--- config.mk ---
export PLATFORM = sky130hd
export DESIGN_NAME = code_lock_top
export DESIGN_NICKNAME = d
export VERILOG_FILES = /design/src/hw/lock_pkg.sv /design/src/hw/key_decoder.sv /design/src/hw/code_lock_fsm.sv /design/src/hw/buzzer_driver.sv /design/src/hw/code_lock_top.sv
export VERILOG_INCLUDE_DIRS = /design/src /design/src/hw
export SDC_FILE = /design/constraint.sdc
export NUM_CORES = 1
export LEC_CHECK = 0
export BUFFER_PORTS_ARGS = -buffer_cell sky130_fd_sc_hd__buf_2
export CORE_ASPECT_RATIO = 1.4
export CORE_MARGIN = 2
export CORE_UTILIZATION = 60
export CTS_BUF_LIST = sky130_fd_sc_hd__clkbuf_4 sky130_fd_sc_hd__clkbuf_8
export DETAILED_ROUTE_END_ITERATION = 16
export PLACE_DENSITY = 0.81
export SETUP_SLACK_MARGIN = 0.15
export SYNTH_ARGS = -nofsm -noshare
export SYNTH_HDL_FRONTEND = slang
export SYNTH_SLANG_ARGS = --single-unit
--- constraint.sdc ---
create_clock -name clk -period 3.3 [get_ports clk]
set_input_delay 0.165 -clock clk [delete_from_list [all_inputs] [get_ports clk]]
set_output_delay 0.165 -clock clk [all_outputs]
set_load 0.03 [all_outputs]
--- src/hw/lock_defines.svh ---
`ifndef LOCK_DEFINES_SVH
`define LOCK_DEFINES_SVH

// stored code, three BCD digits
`define LOCK_CODE 12'h246

// failed tries before lockout
`define MAX_TRIES 4'd6

// key click: slow toggle, short burst (cycles)
`define CLICK_HALF_PERIOD 16'd4
`define CLICK_LENGTH 16'd24

// success tone: faster toggle, longer burst
`define OK_HALF_PERIOD 16'd2
`define OK_LENGTH 16'd48

`define DISP_BLANK 12'hfff
`define DISP_OPEN 12'hbcc
`define DISP_LOCKED 12'h000

`endif

--- src/hw/lock_pkg.sv ---
package lock_pkg;

    // key codes, digits keep their BCD value
    typedef enum logic [3:0] {
        key_0     = 4'd0,
        key_1     = 4'd1,
        key_2     = 4'd2,
        key_3     = 4'd3,
        key_4     = 4'd4,
        key_5     = 4'd5,
        key_6     = 4'd6,
        key_7     = 4'd7,
        key_8     = 4'd8,
        key_9     = 4'd9,
        key_enter = 4'd10,
        key_clear = 4'd11,
        key_reset = 4'd12
    } key_code_e;

    typedef enum logic [1:0] {
        st_entry   = 2'd0,
        st_open    = 2'd1,
        st_lockout = 2'd2
    } lock_state_e;

    typedef enum logic {
        tone_click   = 1'b0,
        tone_success = 1'b1
    } tone_e;

endpackage

--- src/hw/key_decoder.sv ---
`timescale 1ns/1ps

module key_decoder
    import lock_pkg::*;
(
    input  logic        clk,
    input  logic        rst,
    input  logic [15:0] onehot,
    output logic        key_valid,
    output key_code_e   key
);

    logic [15:0] onehot_q;    // registered keypad lines
    logic [15:0] prev_q;      // sample one cycle older
    logic        map_valid;
    key_code_e   map_key;

    // single mapped line to key code, anything else rejected
    always_comb begin
        map_valid = 1'b1;
        map_key   = key_0;
        case (onehot_q)
            16'h0008: map_key = key_0;
            16'h0080: map_key = key_1;
            16'h0040: map_key = key_2;
            16'h0020: map_key = key_3;
            16'h0800: map_key = key_4;
            16'h0400: map_key = key_5;
            16'h0200: map_key = key_6;
            16'h8000: map_key = key_7;
            16'h4000: map_key = key_8;
            16'h2000: map_key = key_9;
            16'h0001: map_key = key_enter;
            16'h1000: map_key = key_clear;
            16'h0100: map_key = key_reset;
            default:  map_valid = 1'b0;   // idle, unused line or several keys
        endcase
    end

    always_ff @(posedge clk) begin
        if (rst) begin
            onehot_q  <= '0;
            prev_q    <= '0;
            key_valid <= 1'b0;
        end else begin
            onehot_q  <= onehot;
            prev_q    <= onehot_q;
            // press counts only when coming out of idle
            key_valid <= map_valid && (prev_q == '0);
        end
    end

    // key code only meaningful with the strobe
    always_ff @(posedge clk) begin
        key <= map_key;
    end

endmodule

--- src/hw/code_lock_fsm.sv ---
`timescale 1ns/1ps

`include "lock_defines.svh"

module code_lock_fsm
    import lock_pkg::*;
(
    input  logic        clk,
    input  logic        rst,
    input  logic        key_valid,
    input  key_code_e   key,
    output logic [11:0] display,
    output logic [1:0]  digit_count,
    output logic [3:0]  tries,
    output logic        unlocked,
    output logic        locked_out,
    output logic        tone_start,
    output tone_e       tone
);

    lock_state_e state;
    logic [3:0]  digit;        // BCD value of a digit key
    logic [3:0]  tries_next;
    logic        code_match;
    logic        entry_full;

    assign digit      = key;
    assign tries_next = tries + 4'd1;
    assign code_match = (display == `LOCK_CODE);
    assign entry_full = (digit_count == 2'd3);

    assign unlocked   = (state == st_open);
    assign locked_out = (state == st_lockout);

    always_ff @(posedge clk) begin
        if (rst) begin
            state       <= st_entry;
            display     <= `DISP_BLANK;
            digit_count <= 2'd0;
            tries       <= 4'd0;
            tone_start  <= 1'b0;
            tone        <= tone_click;
        end else begin
            tone_start <= key_valid;   // every accepted key sounds
            if (key_valid) begin
                tone <= tone_click;
                case (key)
                    key_reset: begin
                        // works from any state, also drops the try count
                        state       <= st_entry;
                        display     <= `DISP_BLANK;
                        digit_count <= 2'd0;
                        tries       <= 4'd0;
                    end
                    key_clear: begin
                        if (state != st_lockout) begin
                            state       <= st_entry;
                            display     <= `DISP_BLANK;
                            digit_count <= 2'd0;
                        end
                    end
                    key_enter: begin
                        if (state == st_entry && entry_full) begin
                            if (code_match) begin
                                state   <= st_open;
                                display <= `DISP_OPEN;
                                tone    <= tone_success;   // replaces the click
                            end else begin
                                display     <= `DISP_BLANK;
                                digit_count <= 2'd0;
                                tries       <= tries_next;
                                if (tries_next == `MAX_TRIES) begin
                                    state   <= st_lockout;
                                    display <= `DISP_LOCKED;
                                end
                            end
                        end
                    end
                    default: begin
                        // digit: shift in from the right, fourth one dropped
                        if (state == st_entry && !entry_full) begin
                            display     <= {display[7:0], digit};
                            digit_count <= digit_count + 2'd1;
                        end
                    end
                endcase
            end
        end
    end

endmodule

--- src/hw/buzzer_driver.sv ---
`timescale 1ns/1ps

`include "lock_defines.svh"

module buzzer_driver
    import lock_pkg::*;
(
    input  logic  clk,
    input  logic  rst,
    input  logic  tone_start,
    input  tone_e tone,
    output logic  buzzer
);

    localparam int CNT_W = 16;

    tone_e            tone_q;       // tone being played
    logic             active;
    logic [CNT_W-1:0] half_cnt;     // cycles since last toggle
    logic [CNT_W-1:0] len_cnt;      // cycles since start
    logic [CNT_W-1:0] half_sel;
    logic [CNT_W-1:0] len_sel;

    // success tone is higher and lasts longer
    assign half_sel = (tone_q == tone_success) ? `OK_HALF_PERIOD : `CLICK_HALF_PERIOD;
    assign len_sel  = (tone_q == tone_success) ? `OK_LENGTH : `CLICK_LENGTH;

    always_ff @(posedge clk) begin
        if (rst) begin
            tone_q   <= tone_click;
            active   <= 1'b0;
            half_cnt <= '0;
            len_cnt  <= '0;
            buzzer   <= 1'b0;
        end else if (tone_start) begin
            // new request always restarts, whatever is playing
            tone_q   <= tone;
            active   <= 1'b1;
            half_cnt <= '0;
            len_cnt  <= '0;
            buzzer   <= 1'b1;
        end else if (active) begin
            half_cnt <= half_cnt + 1'b1;
            len_cnt  <= len_cnt + 1'b1;
            if (half_cnt == half_sel - 1'b1) begin
                buzzer   <= ~buzzer;
                half_cnt <= '0;
            end
            if (len_cnt == len_sel - 1'b1) begin
                active <= 1'b0;
                buzzer <= 1'b0;   // end of burst, output parked low
            end
        end
    end

endmodule

--- src/hw/code_lock_top.sv ---
`timescale 1ns/1ps

module code_lock_top
    import lock_pkg::*;
(
    input  logic        clk,
    input  logic        rst,
    input  logic [15:0] onehot,
    output logic [11:0] display,
    output logic [1:0]  digit_count,
    output logic [3:0]  tries,
    output logic        unlocked,
    output logic        locked_out,
    output logic        buzzer
);

    logic      key_valid;
    key_code_e key;
    logic      tone_start;
    tone_e     tone;

    key_decoder u_key_decoder (
        .clk       (clk),
        .rst       (rst),
        .onehot    (onehot),
        .key_valid (key_valid),
        .key       (key)
    );

    code_lock_fsm u_code_lock_fsm (
        .clk         (clk),
        .rst         (rst),
        .key_valid   (key_valid),
        .key         (key),
        .display     (display),
        .digit_count (digit_count),
        .tries       (tries),
        .unlocked    (unlocked),
        .locked_out  (locked_out),
        .tone_start  (tone_start),
        .tone        (tone)
    );

    buzzer_driver u_buzzer_driver (
        .clk        (clk),
        .rst        (rst),
        .tone_start (tone_start),
        .tone       (tone),
        .buzzer     (buzzer)
    );

endmodule

Yosys cells after proc, flatten, opt, wreduce, memory -nomap -nowiden
Index checks and enable logic that the tools add are counted.
- muxes and demuxes: 33
- equality and inequality tests: 28
- $add $sub $neg: 6
- bitwise logic cells: 1
- reduce and logical (&&, ||, !) cells: 18
- operator list (cell ; number):
    12-bit two-way mux ; 5
    4-bit case mux with 12 select lines ; 1
    12-bit case mux with 3 select lines ; 1
    16-bit by 1-bit adder with 16-bit output, second input constant ; 2
    16-bit == test ; 2
    16-bit by 1-bit subtractor with 16-bit output, second input constant ; 2
    16-bit by 1-bit == test with 1-bit output, second input constant ; 1
    16-bit by 10-bit == test with 1-bit output, second input constant ; 1
    16-bit by 11-bit == test with 1-bit output, second input constant ; 1
    16-bit by 12-bit == test with 1-bit output, second input constant ; 1
    16-bit by 13-bit == test with 1-bit output, second input constant ; 1
    16-bit by 14-bit == test with 1-bit output, second input constant ; 1
    16-bit by 15-bit == test with 1-bit output, second input constant ; 1
    16-bit == test, second input constant ; 1
    16-bit by 4-bit == test with 1-bit output, second input constant ; 1
    16-bit by 6-bit == test with 1-bit output, second input constant ; 1
    16-bit by 7-bit == test with 1-bit output, second input constant ; 1
    16-bit by 8-bit == test with 1-bit output, second input constant ; 1
    16-bit by 9-bit == test with 1-bit output, second input constant ; 1
    16-bit zero test ; 1
    16-bit two-way mux ; 1
    2-bit two-way mux ; 7
    13-bit OR reduction ; 1
    12-bit by 10-bit == test with 1-bit output, second input constant ; 1
    other kinds (26) ; 49
- bits in registers: 94
- input port bits: 18
- output and inout bits: 21
- logic and storage cells: 101

Longest topological paths before layout
Gate-level depths: netlist of the first run.
- word-level depth: 7
- gate-level depth with buffers: 7
- depth with buffers taken out: 7

Hierarchy
A second synthesis of the first run with hierarchy kept.
- cell total of the unflattened synthesis: 459
- area, all modules: 4244.1 µm²
- by module, submodules not included (module ; times used ; area each (µm²) ; sequential area each (µm²) ; cells each):
    buzzer_driver ; 1 ; 1644.1 ; 700.7 ; 185
    key_decoder ; 1 ; 1350.0 ; 740.7 ; 133
    code_lock_fsm ; 1 ; 1249.9 ; 440.4 ; 141

Least setup slack after synthesis of the first run
OpenSTA, ideal clock, no wires.
- path type: reg-to-reg
- start point: reg u_code_lock_fsm.tries[0]
- end point: reg u_code_lock_fsm.display[11]
- setup time: 0.129 ns
- data required time: 3.171 ns
- stages on the path, launching flop included: 7
- period minus slack after synthesis: 2.068 ns
- arrival: 1.939 ns
- path buffers: 0
- setup slack: 1.232 ns
- path through: dfxtp_1 ha_1 or4bb_1 o31ai_1 a21oi_1 nor3_2 a2bb2oi_1
- cells in the longest elaborated chain, start to end: 6
- RTL lines (item ; RTL line ; RTL):
    start: declaration ; code_lock_fsm.sv:14 ; output logic [3:0] tries,
    start signal: assignment ; code_lock_fsm.sv:71 ; tries <= tries_next;
    4-bit by 1-bit adder with 4-bit output ; code_lock_fsm.sv:28 ; assign tries_next = tries + 4'd1;
    4-bit by 3-bit == test with 1-bit output (no line) ; n/a ;
    12-bit two-way mux ; code_lock_fsm.sv:72 ; if (tries_next == `MAX_TRIES) begin
    12-bit two-way mux ; code_lock_fsm.sv:64 ; if (code_match) begin
    12-bit two-way mux ; code_lock_fsm.sv:63 ; if (state == st_entry && entry_full) begin
    12-bit case mux with 3 select lines ; code_lock_fsm.sv:47 ; case (key)
    end signal: assignment ; code_lock_fsm.sv:51 ; display <= `DISP_BLANK;
    end signal: assignment ; code_lock_fsm.sv:66 ; display <= `DISP_OPEN;
    end signal: assignment ; code_lock_fsm.sv:74 ; display <= `DISP_LOCKED;
    end: declaration ; code_lock_fsm.sv:12 ; output logic [11:0] display,
Every way passes these cells. The select of a mux whose other input is x is not followed.
A chain may end at the register's enable or synchronous reset.

Worst setup path in the final report of the first run
- start point: reg u_code_lock_fsm.digit_count[0]
- end point: reg u_code_lock_fsm.display[11]
- cells in the longest elaborated chain, start to end: 5
- elaborated cells between the ends (all ways): 7
- those cells by class: eq/ne: 2; reduce/logical: 5
- RTL lines (item ; RTL line ; RTL):
    start: declaration ; code_lock_fsm.sv:13 ; output logic [1:0] digit_count,
    start signal: assignment ; code_lock_fsm.sv:83 ; digit_count <= digit_count + 2'd1;
    2-bit == test * ; code_lock_fsm.sv:30 ; assign entry_full = (digit_count == 2'd3);
    1-bit zero test ; code_lock_fsm.sv:81 ; if (state == st_entry && !entry_full) begin
    1-bit logical AND ; code_lock_fsm.sv:81 ;
    4-bit nonzero test (no line) ; n/a ;
    4-bit AND reduction (no line) * ; n/a ;
    end signal: assignment ; code_lock_fsm.sv:69 ; display <= `DISP_BLANK;
    end signal: assignment ; code_lock_fsm.sv:74 ;
    end signal: assignment ; code_lock_fsm.sv:82 ; display <= {display[7:0], digit};
Every way passes the cells marked *; elsewhere a longest branch is shown, timed or not.

==> results of run 1 <==
==> state kept, by name, indices dropped and copies added (netlist names) <==
name,count
u_code_lock_fsm.display,12
u_buzzer_driver.half_cnt,16
u_buzzer_driver.len_cnt,16
u_buzzer_driver.active,1
u_key_decoder.key,4
u_key_decoder.onehot_q,16
u_key_decoder.prev_q,16
u_code_lock_fsm.digit_count,2
u_buzzer_driver.buzzer,1
u_code_lock_fsm.tone,1
u_code_lock_fsm.tries,4
u_code_lock_fsm.state,2
u_buzzer_driver.tone_q,1
u_key_decoder.key_valid,1
u_code_lock_fsm.tone_start,1
==> area by class of cell <==
| type | instances | area [µm²] |
|---|---|---|
| multi-input combinational | 324 | 2100 |
| fill | 514 | 1980 |
| sequential | 94 | 1880 |
| timing repair buffer | 49 | 298 |
| clock buffer | 9 | 124 |
| tap | 74 | 92.6 |
| clock inverter | 7 | 75.1 |
| inverter | 5 | 18.8 |
==> stage by stage <==
step / std cells / setup slack, ns
floorplan: 441 / 1.23
global placement: 536 / 1.22
detailed placement: 536 / 1.14
CTS: 561 / 1.11
global route: 562 / 0.902
finish: 562 / 1.10
==> power breakdown <==
group          internal (µW)  total [µW]  switching, µW
Combinational           48.1        94.9           46.8
Sequential              1150        1170           20.8
Clock                    301         741            440
==> critical path, stage by stage (launching register included) <==
cell and delay, ns:
dfxtp_1 0.38, ha_1 0.28, or4b_1 0.15, a21boi_0 0.09
a211o_4 0.32, o21bai_1 0.71, a2bb2oi_1 0.20
==> timing repair <==
action / in CTS / in global routing
hold buffers: 9 / 1
resized for setup: 0 / 0
endpoints found under the hold margin: 9 / 1
setup buffers: 0 / 0
==> layer usage <==
layer  up-vias  track usage  part of all wire
li1       1663            -                 -
met1      1531        0.275              0.43
met2        74        0.385              0.51
met3        19       0.0527             0.036
met4         0        0.103             0.027
met5         -            0                 0
==> cell usage after synthesis, drive strengths merged (2+ instances only) <==
cell type,n,area [µm²]
and3,10,62.6
o41ai,2,17.5
nor3b,5,42.5
or4b,2,20.0
xor2,15,131
a21boi,2,15.0
or4,3,22.5
nor3,14,80.1
a21oi,13,65.1
nor4,14,93.8
o21bai,3,22.5
or3,7,43.8
nor2,39,146
and4b,2,20.0
and4,5,43.8
buf,8,41.3
xnor2,19,166
nand3,9,45.0
inv,5,18.8
or2,2,12.5
a2bb2oi,11,96.3
nor4b,5,43.8
nand2,35,131
dfxtp,94,1880
mux2i,5,50.1
o21ai,17,88.8
a211o,2,26.3
o31ai,2,15.0
o21a,2,15.0
nand4,11,68.8
ha,5,62.6
nor2b,40,250
clkbuf,10,37.5
==> logic make-up after synthesis <==
kind of cell    synth area share
xor+xnor                  0.0730
mux                       0.0150
buf+inv                   0.0239
compound gates             0.114
fa+ha+maj                 0.0153
simple gates               0.298
flops                      0.461
==> worst max-delay path by stage <==
| stage | start | endpoint | slack (ns) |
|---|---|---|---|
| 2_1_floorplan | u_code_lock_fsm.tries[0]$_SDFFE_PP0P_ | u_code_lock_fsm.display[11]$_SDFFE_PP1P_ | 1.23 |
| 3_3_place_gp | u_code_lock_fsm.digit_count[0]$_SDFFE_PP0P_ | u_code_lock_fsm.display[2]$_SDFFE_PP1P_ | 1.22 |
| 3_5_place_dp | u_code_lock_fsm.digit_count[0]$_SDFFE_PP0P_ | u_code_lock_fsm.display[2]$_SDFFE_PP1P_ | 1.14 |
| 4_1_cts | u_code_lock_fsm.digit_count[0]$_SDFFE_PP0P_ | u_code_lock_fsm.display[11]$_SDFFE_PP1P_ | 1.11 |
| 5_1_grt | u_code_lock_fsm.digit_count[0]$_SDFFE_PP0P_ | u_code_lock_fsm.display[11]$_SDFFE_PP1P_ | 0.90 |
| 6_report | u_code_lock_fsm.digit_count[0]$_SDFFE_PP0P_ | u_code_lock_fsm.display[11]$_SDFFE_PP1P_ | 1.10 |
==> metrics.cfg, run 1 <==
[critical_path]
critPathRequiredTime_ns=3.60
reg2reg_from=u_code_lock_fsm.digit_count[0]$_SDFFE_PP0P_
crit_path_start_kind=flop
arrival_ns=2.50
r2r_end=u_code_lock_fsm.display[11]$_SDFFE_PP1P_
r2r_slack_ns=1.10
reg2reg_depth=6
cp-end-kind=flop
critical_path_class=reg -> reg
crit_path_max_fanout=12

[drt]
viasPerCell=5.85
vias=3287
routed_wl_um=8020
ant_nets=0
drtPass1Iterations=5
drc=0
routedWlPerCell_um=14.3
drtIter0Drc=172

[min_path]
whs_endpoint=u_key_decoder.onehot_q[13]$_SDFF_PP0_
hold_class=in -> reg
hold_path_startpoint=onehot[13]
worstHoldPathCells=2

[placement]
place_congestion=0.942
port_buffers=38
place_hpwl_um=5550
dpl_cell_area_um2=4290

[synthesis]
ys_seq_area_frac=0.461
async_flop_share=0
ys_ff_latch=94
postSynthCellCount=441
avgSynthCellArea_um2=9.25
ys.flop_type=dfxtp_1
yosysUniqueCellTypes=63
synth.yosys.warnings=0
netlist_area_um2=4080
synth_nets=464
synth-edff-count=0

[grt]
grt_max_degree=53
antenna_found_initial=0
overflow=0
grt.total_usage=0.229
grt_pass1_wl_um=13500
grt_pass1_vias=3051

[clocking]
htree_levels=3
cts.path.max_buffers=2
cts.clk_slew.worst_paths_ns=0.10
cts_root_buffer=clkbuf_8
clkLatencyLatePin_ns=0.37
cts_made_buffers=9
numClockSinks=94
cts_tree=built

[timing]
hold_ws_ns=0.00951
finalSetupViolations=0
worstMarginPinSlew_ns=0.894
fin_skew_ns=0.00554
tns_ns=0
fin_crit_ns=2.20
clock.fmax_ghz=0.454
slew_headroom=0.403
rsz0062_at_grt=no
min_period_over_period=0.667
drv_slew=0
hold_viol_final=0

[run]
drv_cap=0

[floorplan]
row_count=35
initial_utilization=0.621
core-area_um2=6570
fp.dieH_um=102
die_w_um=73.7
io_pins=39
dieArea_um2=7490

[layout]
drive_gt1_frac=0.135
final_area_um2=4590
num_antenna_cells=0
area_delta_synth_final_pct=12.5
final_util=0.699
nets=506
layout_commonest_cell=dfxtp_1
final_cell_mix=dfxtp_1, nor2b_1, nor2_1

[power]
leakage_uw=0.00175
power.total_uw=2010
ir_drop_uv=391
powerDensity_nw_per_um2=438

[status]
status=complete, no violations

(Power assumes the default switching activity.)
==> run 2, diff against run 1 <==
--- a/config.mk
+++ b/config.mk
@@ -9,10 +9,10 @@
 export BUFFER_PORTS_ARGS = -buffer_cell sky130_fd_sc_hd__buf_2
 export CORE_ASPECT_RATIO = 1.4
 export CORE_MARGIN = 2
-export CORE_UTILIZATION = 60
+export CORE_UTILIZATION = 55
 export CTS_BUF_LIST = sky130_fd_sc_hd__clkbuf_4 sky130_fd_sc_hd__clkbuf_8
 export DETAILED_ROUTE_END_ITERATION = 16
-export PLACE_DENSITY = 0.81
+export PLACE_DENSITY = 0.78
 export SETUP_SLACK_MARGIN = 0.15
 export SYNTH_ARGS = -nofsm -noshare
 export SYNTH_HDL_FRONTEND = slang
==> constraint.sdc (replaced) <==
create_clock -name clk -period 1.8 [get_ports clk]
set_input_delay 0.09 -clock clk [delete_from_list [all_inputs] [get_ports clk]]
set_output_delay 0.09 -clock clk [all_outputs]
set_load 0.03 [all_outputs]
==> run 2 against run 1 <==
  * The flow now finishes with violations (setup timing)
  * Non-clock buffer count up 40
  * Fmax up 22%
  * Die area up 8.7%
  * Total power up 90%
  * Sequential share of layout area down 4.2 points
  * Largest power group unchanged
  * Utilization up 2.6 points
  * Clock power up 96%
  * Largest cell class unchanged
  * Setup slack worse by 1.1 ns
  * Sequential power up 83%
  * Flip-flop and latch count unchanged
  * Clock skew about the same
  * Via count up 7.1%
==> metrics.cfg, run 2 (same netlist as run 1, synthesis figures left out) <==
[timing]
setup_ws_ns=-0.00618  ; -1.10 ns
slew_headroom=0.738  ; +0.335
hold_ws_ns=0.128  ; +0.119 ns
clock.fmax_ghz=0.554  ; +22%
finalSetupViolations=2  ; +2
drv_slew=0  ; unchanged
worstMarginPinSlew_ns=0.392  ; -0.503 ns
fin_crit_ns=1.81  ; -0.396 ns
min_period_over_period=1.00  ; +0.336
hold_viol_final=0  ; unchanged
fin_skew_ns=0.00556  ; +0.0000209 ns
rsz0062_at_grt=yes

[layout]
regArea_um2=1940  ; +3.1%
num_antenna_cells=0  ; unchanged
multi_input_area_um2=2360  ; +12%
nets=547  ; +8.1%
final_cell_mix=dfxtp_1, nor2_1, nor2b_1
area_delta_synth_final_pct=29.2
layout_commonest_cell=dfxtp_1
drive_gt1_frac=0.302  ; +0.167
final_area_um2=5270  ; +15%
fillCellCount=534  ; +3.9%
final_util=0.725  ; +0.0262
fin_cells=626  ; +11%

[critical_path]
arrival_ns=2.07  ; -0.43 ns
critical_path_class=reg -> reg
slowest_delay_ns=0.49  ; -0.22 ns
r2r_slack_ns=-0.006  ; -1.10 ns
cp-end-kind=flop
reg2reg_from=u_code_lock_fsm.digit_count[0]$_SDFFE_PP0P_
slowest_stage=or4b_4
worstSetupEndpoint=u_code_lock_fsm.display[2]$_SDFFE_PP1P_
crit_chain=ha_4 -> or4b_4 -> a21boi_2 -> a211o_4 -> o21bai_4 -> o22a_1
crit_family=compound AO/OA/AOI/OAI gates
reg2reg_depth=6  ; unchanged
crit_path_start_kind=flop
cp-startpoint=u_code_lock_fsm.digit_count[0]$_SDFFE_PP0P_
critPathBufInv=0  ; unchanged
cp.depth=6  ; unchanged
crit_path_max_fanout=6  ; -6
critPathRequiredTime_ns=2.06  ; -1.54 ns
r2r_end=u_code_lock_fsm.display[2]$_SDFFE_PP1P_

[clocking]
cts_tree=built
htree_levels=3  ; unchanged
cts_made_buffers=9  ; unchanged
cts.clk_slew.worst_paths_ns=0.09  ; about the same
numClockSinks=94  ; unchanged
cts.path.max_buffers=2  ; unchanged
clkLatencyLatePin_ns=0.36  ; about the same
cts_root_buffer=clkbuf_8

[drt]
drc=0  ; unchanged
drtPass1Iterations=4  ; -1
ant_nets=0  ; unchanged
routed_wl_um=9160  ; +14%
viasPerCell=5.63  ; -3.8%
routedWlPerCell_um=14.6  ; +2.5%
vias=3522  ; +7.1%
drtIter0Drc=215  ; +25%

[power]
leakage_uw=0.00209  ; +19%
intPower_uw=2950  ; +96%
power.clock.fraction=0.378  ; +0.009
p_sw_uw=872  ; +72%
switching_share=0.228  ; -0.0242
p_comb_frac=0.062  ; +0.015
pwr-share-seq=0.559  ; -0.025
powerDensity_nw_per_um2=725  ; +66%
ir_drop_uv=580  ; +48%

[grt]
antenna_found_initial=0  ; unchanged
overflow=0  ; unchanged
grt.total_usage=0.228  ; -0.00165
grt_pass1_vias=3431  ; +12%
grt_pass1_wl_um=15000  ; +11%
grt_max_degree=34  ; -36%

[floorplan]
fp.dieH_um=106  ; +4.3%
initial_utilization=0.561  ; -0.0598
dieArea_um2=8130  ; +8.7%
die_w_um=76.8  ; +4.2%
row_count=37  ; +5.7%
io_pins=39  ; unchanged
core-area_um2=7270  ; +11%

[placement]
dpl.cell_count=584  ; +9.0%
place_ws_ns=-0.0575  ; -1.20 ns
place_congestion=0.905  ; -4.0%
place_hpwl_um=5870  ; +5.8%
dpl_cell_area_um2=4610  ; +7.3%
port_buffers=38  ; unchanged

[status]
violations=setup timing
status=complete, but fails checks

[run]
drv_cap=0  ; unchanged

[min_path]
hold_path_startpoint=rst
hold_class=in -> reg

run 2: cell count changes in the layout (fill, tap and decap cells not counted), sizes merged:
cell         change
dlygate4sd3      +6
inv              -3
buf             +34
bufinv           +1
o21bai           +1
clkbuf           +2
run 2: worst min-delay path by stage:
stage / end / slack (ns) / cells after the start
2_1_floorplan: u_key_decoder.onehot_q[0]$_SDFF_PP0_ / 0.22 / 1
3_3_place_gp: u_key_decoder.onehot_q[2]$_SDFF_PP0_ / 0.30 / 2
3_5_place_dp: u_key_decoder.onehot_q[10]$_SDFF_PP0_ / 0.30 / 2
4_1_cts: u_code_lock_fsm.digit_count[0]$_SDFFE_PP0P_ / 0.10 / 4
5_1_grt: u_code_lock_fsm.digit_count[0]$_SDFFE_PP0P_ / 0.11 / 4
6_report: u_code_lock_fsm.digit_count[0]$_SDFFE_PP0P_ / 0.13 / 4
run 2: metal layers:
metal	GRT usage	vias to the layer above	wire [µm]
met5	0	-	0
met4	0.109	0	238
met3	0.0586	23	292
met2	0.409	68	5000
met1	0.247	1688	3620
li1	-	1743	-
run 2: layout make-up:
class | count | share of cell area
Multi-Input combinational cell | 325 | 0.448
Clock inverter | 5 | 0.0104
Inverter | 5 | 0.00356
Tap cell | 97 | 0.0230
Timing Repair Buffer | 89 | 0.118
Sequential cell | 94 | 0.368
Clock buffer | 11 | 0.0287
run 2: metrics by stage:
step	setup TNS (ns)	total power, µW
after CTS	0	3840
after global routing	-0.371	3980
after floorplan	-0.116	2310
after detailed placement	-0.291	2380
after global placement	0	2370
final	-0.00701	3820
run 2: power by group through the flow:
| stage | Sequential (µW) | Combinational [µW] | Clock (µW) |
|---|---|---|---|
| finish | 2140 | 238 | 1450 |
| global route | 2140 | 258 | 1580 |
| floorplan | 2180 | 129 | 0 |
| CTS | 2140 | 227 | 1470 |
| global placement | 2180 | 185 | 0 |
| detailed placement | 2190 | 191 | 0 |
run 2: repair_timing:
item / CTS / global route
pin swaps: 14 / 13
gates resized for setup: 28 / 32
hold endpoints to repair: 16 / 0
hold buffers: 16 / 0
endpoints found under the setup margin: 39 / 38
setup buffers: 7 / 2
cloned: 1 / 0
run 2: worst reg2reg max path: stages, from the launching register on:
cell	delay [ns]
dfxtp_4	0.36
ha_4	0.17
or4b_4	0.49
a21boi_2	0.18
a211o_4	0.18
o21bai_4	0.11
o22a_1	0.21
==> run 3, diff against run 2 <==
--- a/config.mk
+++ b/config.mk
@@ -6,6 +6,7 @@
 export SDC_FILE = /design/constraint.sdc
 export NUM_CORES = 1
 export LEC_CHECK = 0
+export ABC_AREA = 1
 export BUFFER_PORTS_ARGS = -buffer_cell sky130_fd_sc_hd__buf_2
 export CORE_ASPECT_RATIO = 1.4
 export CORE_MARGIN = 2
==> run 3 against run 2 <==
  * The run now ends clean
  * Via count is 14% higher
  * Synthesized cell count is 39% higher
  * Register-to-register slack better by 0.25 ns
  * Cell area is 3.4% lower
  * Final cell count is 25% higher
  * Sequential power hardly changed
  * Global-route usage is 0.41 points lower
  * Hold slack better by 0.32 ns
  * Utilization is 6.4 points lower
  * Clock skew is 0.0012 ns higher
  * Sequential share of layout area is 0.43 points higher
  * Largest cell class unchanged
  * Highest routed layer unchanged
==> metrics.cfg, run 3 <==
[clocking]
cts_made_buffers=9  ; unchanged
cts.path.max_buffers=2  ; unchanged
cts_tree=built
cts_root_buffer=clkbuf_8
numClockSinks=94  ; unchanged
cts.clk_slew.worst_paths_ns=0.09  ; about the same
htree_levels=3  ; unchanged
clkLatencyLatePin_ns=0.37  ; about the same

[placement]
place_congestion=0.928  ; +2.6%
port_buffers=38  ; unchanged
place_hpwl_um=6520  ; +11%
dpl.cell_count=748  ; +28%

[synthesis]
synth-edff-count=0  ; unchanged
async_flop_share=0  ; unchanged
synth_mux_area_frac=0  ; -0.0150
yosysUniqueCellTypes=40  ; -37%
ys_ff_latch=94  ; unchanged
synthTopCellsByArea=dfxtp_1, nor2_1, nand2_1
ys.flop_type=dfxtp_1
netlist_area_um2=4320  ; +5.9%
ys_seq_area_frac=0.435  ; -0.0259
synth_top_family_by_area=simple AND/OR/NAND/NOR gates
synth_compound_area_frac=0.0842  ; -0.0295
netlist.area_leader.share=0.435  ; -0.0259
synth_common_cells=nor2_1, nand2_1, dfxtp_1, inv_1, nand3_1
synth.yosys.warnings=0  ; unchanged
synthMostInstantiatedCell=nor2_1
postSynthCellCount=615  ; +39%
yosys.area_share.simple=0.350  ; +0.0519
avgSynthCellArea_um2=7.03  ; -24%
synth-xor-area-share=0.0243  ; -0.0487
synth_nets=638  ; +38%
synth_adder_area_share=0.0145  ; -0.000861
yosys.area.top_type=dfxtp_1

[status]
status=complete, no violations

[layout]
drive_gt1_frac=0.148  ; -0.154
final_cell_mix=nor2_1, nand2_1, dfxtp_1
num_antenna_cells=0  ; unchanged
fin_cells=782  ; +25%
area_delta_synth_final_pct=17.7
layout_commonest_cell=nor2_1
nets=700  ; +28%
fillCellCount=663  ; +24%

[grt]
grt.total_usage=0.224  ; -0.00411
grt_pass1_vias=3770  ; +9.9%
overflow=0  ; unchanged
grt_pass1_wl_um=15400  ; +2.6%
antenna_found_initial=0  ; unchanged
grt_max_degree=31  ; -8.8%

[power]
ir_drop_uv=530  ; -8.6%
powerDensity_nw_per_um2=762  ; +5.2%
leakage_uw=0.00228  ; +8.9%

[timing]
fin_crit_ns=1.55  ; -0.255 ns
tns_ns=0  ; +0.00701 ns
fin_skew_ns=0.00680  ; +0.00124 ns
slew_headroom=0.774  ; +0.0367
rsz0062_at_grt=no
hold_ws_ns=0.448  ; +0.320 ns
hold_viol_final=0  ; unchanged
finalSetupViolations=0  ; -2
drv_slew=0  ; unchanged
clock.fmax_ghz=0.644  ; +16%
min_period_over_period=0.862  ; -0.141
worstMarginPinSlew_ns=0.336  ; -0.0556 ns

[drt]
vias=4000  ; +14%
routedWlPerCell_um=11.7  ; -20%
drtPass1Iterations=4  ; unchanged
routed_wl_um=9160  ; unchanged
drc=0  ; unchanged
ant_nets=0  ; unchanged
viasPerCell=5.12  ; -9.1%
drtIter0Drc=150  ; -30%

[critical_path]
crit_chain=ha_1 -> xor2_2 -> nand2_1 -> nand2_1 -> nand2_1 -> inv_1 -> nand3_2 -> o21ai_1 -> nand2_1
crit_family=simple AND/OR/NAND/NOR gates
crit_path_max_fanout=7  ; +1
crit_path_frequent_cell=nand2_1
slowest_stage=dfxtp_4
crit_path_start_kind=flop
critPathBufInv=1  ; +1
slowest_delay_ns=0.38  ; -0.11 ns
critPathRequiredTime_ns=2.06  ; about the same
arrival_ns=1.81  ; -0.26 ns
cp-end-kind=flop
critical_path_class=reg -> reg

[floorplan]
core-area_um2=7700  ; +6.0%
row_count=38  ; +2.7%
die_w_um=78.9  ; +2.8%
initial_utilization=0.561  ; about the same
fp.dieH_um=109  ; +2.8%
io_pins=39  ; unchanged
dieArea_um2=8590  ; +5.7%

[run]
drv_cap=0  ; unchanged

[min_path]
hold_class=in -> reg

[run 3: cell count changes in the layout (fill, tap and decap cells not counted), sizes merged, moves of 22 or more]
cell	before	now
buf	73	46
nor2	39	142
nand2	35	102
nand3	9	48
a21oi	13	35
inv	7	90
nor2b	40	0
[run 3: logic make-up (layout without fill, tap and decap cells)]
| group | after synthesis | after routing |
|---|---|---|
| AND/OR/NAND/NOR | 334 | 334 |
| buffers and inverters | 103 | 170 |
| adder cells (fa/ha/maj) | 5 | 5 |
| flip-flops | 94 | 94 |
| AO/OA/AOI/OAI | 67 | 67 |
| XOR/XNOR | 12 | 12 |
[run 3: layout make-up]
type                    count  area (µm²)  share of cell area
clock buffers               9         124              0.0243
multi-input cells         418        2080               0.410
inverters                  91         342              0.0671
flip-flops and latches     94        1890               0.372
clock inverters             7        98.8              0.0194
well taps                 100         125              0.0246
repair buffers             63         420              0.0826
[run 3: tightest hold or removal path, cell delays in order]
cell and delay (ns):
dlygate4sd3_1 0.51, buf_2 0.09, inv_1 0.03, nor2_1 0.07
[run 3: worst paths after layout]
path | to | start | cells past startpoint | slack, ns
worst max-delay path | u_code_lock_fsm.display[3]$_SDFFE_PP1P_ | u_code_lock_fsm.tries[0]$_SDFFE_PP0P_ | 9 | 0.25
worst min-delay path | u_key_decoder.onehot_q[4]$_SDFF_PP0_ | onehot[4] | 4 | 0.45
worst max register to register | u_code_lock_fsm.display[3]$_SDFFE_PP1P_ | u_code_lock_fsm.tries[0]$_SDFFE_PP0P_ | 9 | 0.25
worst min register to register | u_key_decoder.prev_q[2]$_SDFF_PP0_ | u_key_decoder.onehot_q[2]$_SDFF_PP0_ | 2 | 0.45
[run 3: timing repair]
action / in CTS / in global routing
buffers inserted: 0 / 1
endpoints found under the hold margin: 17 / 0
hold buffers: 17 / 0
gates resized for setup: 1 / 26
pin swaps: 0 / 2
endpoints found under the setup margin: 1 / 24
[run 3: stage by stage]
step / instance area, µm² / util / total power (µW) / setup slack, ns
global placement: 4640 / 0.602 / 2350 / 0.278
CTS: 5030 / 0.653 / 3890 / 0.159
global route: 5090 / 0.661 / 4020 / 0.135
finish: 5090 / 0.661 / 3880 / 0.248
detailed placement: 4640 / 0.602 / 2360 / 0.180
floorplan: 4320 / - / 2310 / 0.179
[run 3: power by group]
group / switching, µW / leakage, µW / internal (µW)
Combinational: 121 / 0.00140 / 86.1
Sequential: 22.1 / 0.000768 / 2110
Clock: 750 / 0.000109 / 786
[run 3: routing by layer]
layer | vias up | track usage | part of all wire
met5 | - | 0 | 0
met4 | 0 | 0.0899 | 0.016
li1 | 2079 | - | -
met3 | 14 | 0.0455 | 0.029
met1 | 1834 | 0.233 | 0.41
met2 | 73 | 0.432 | 0.55
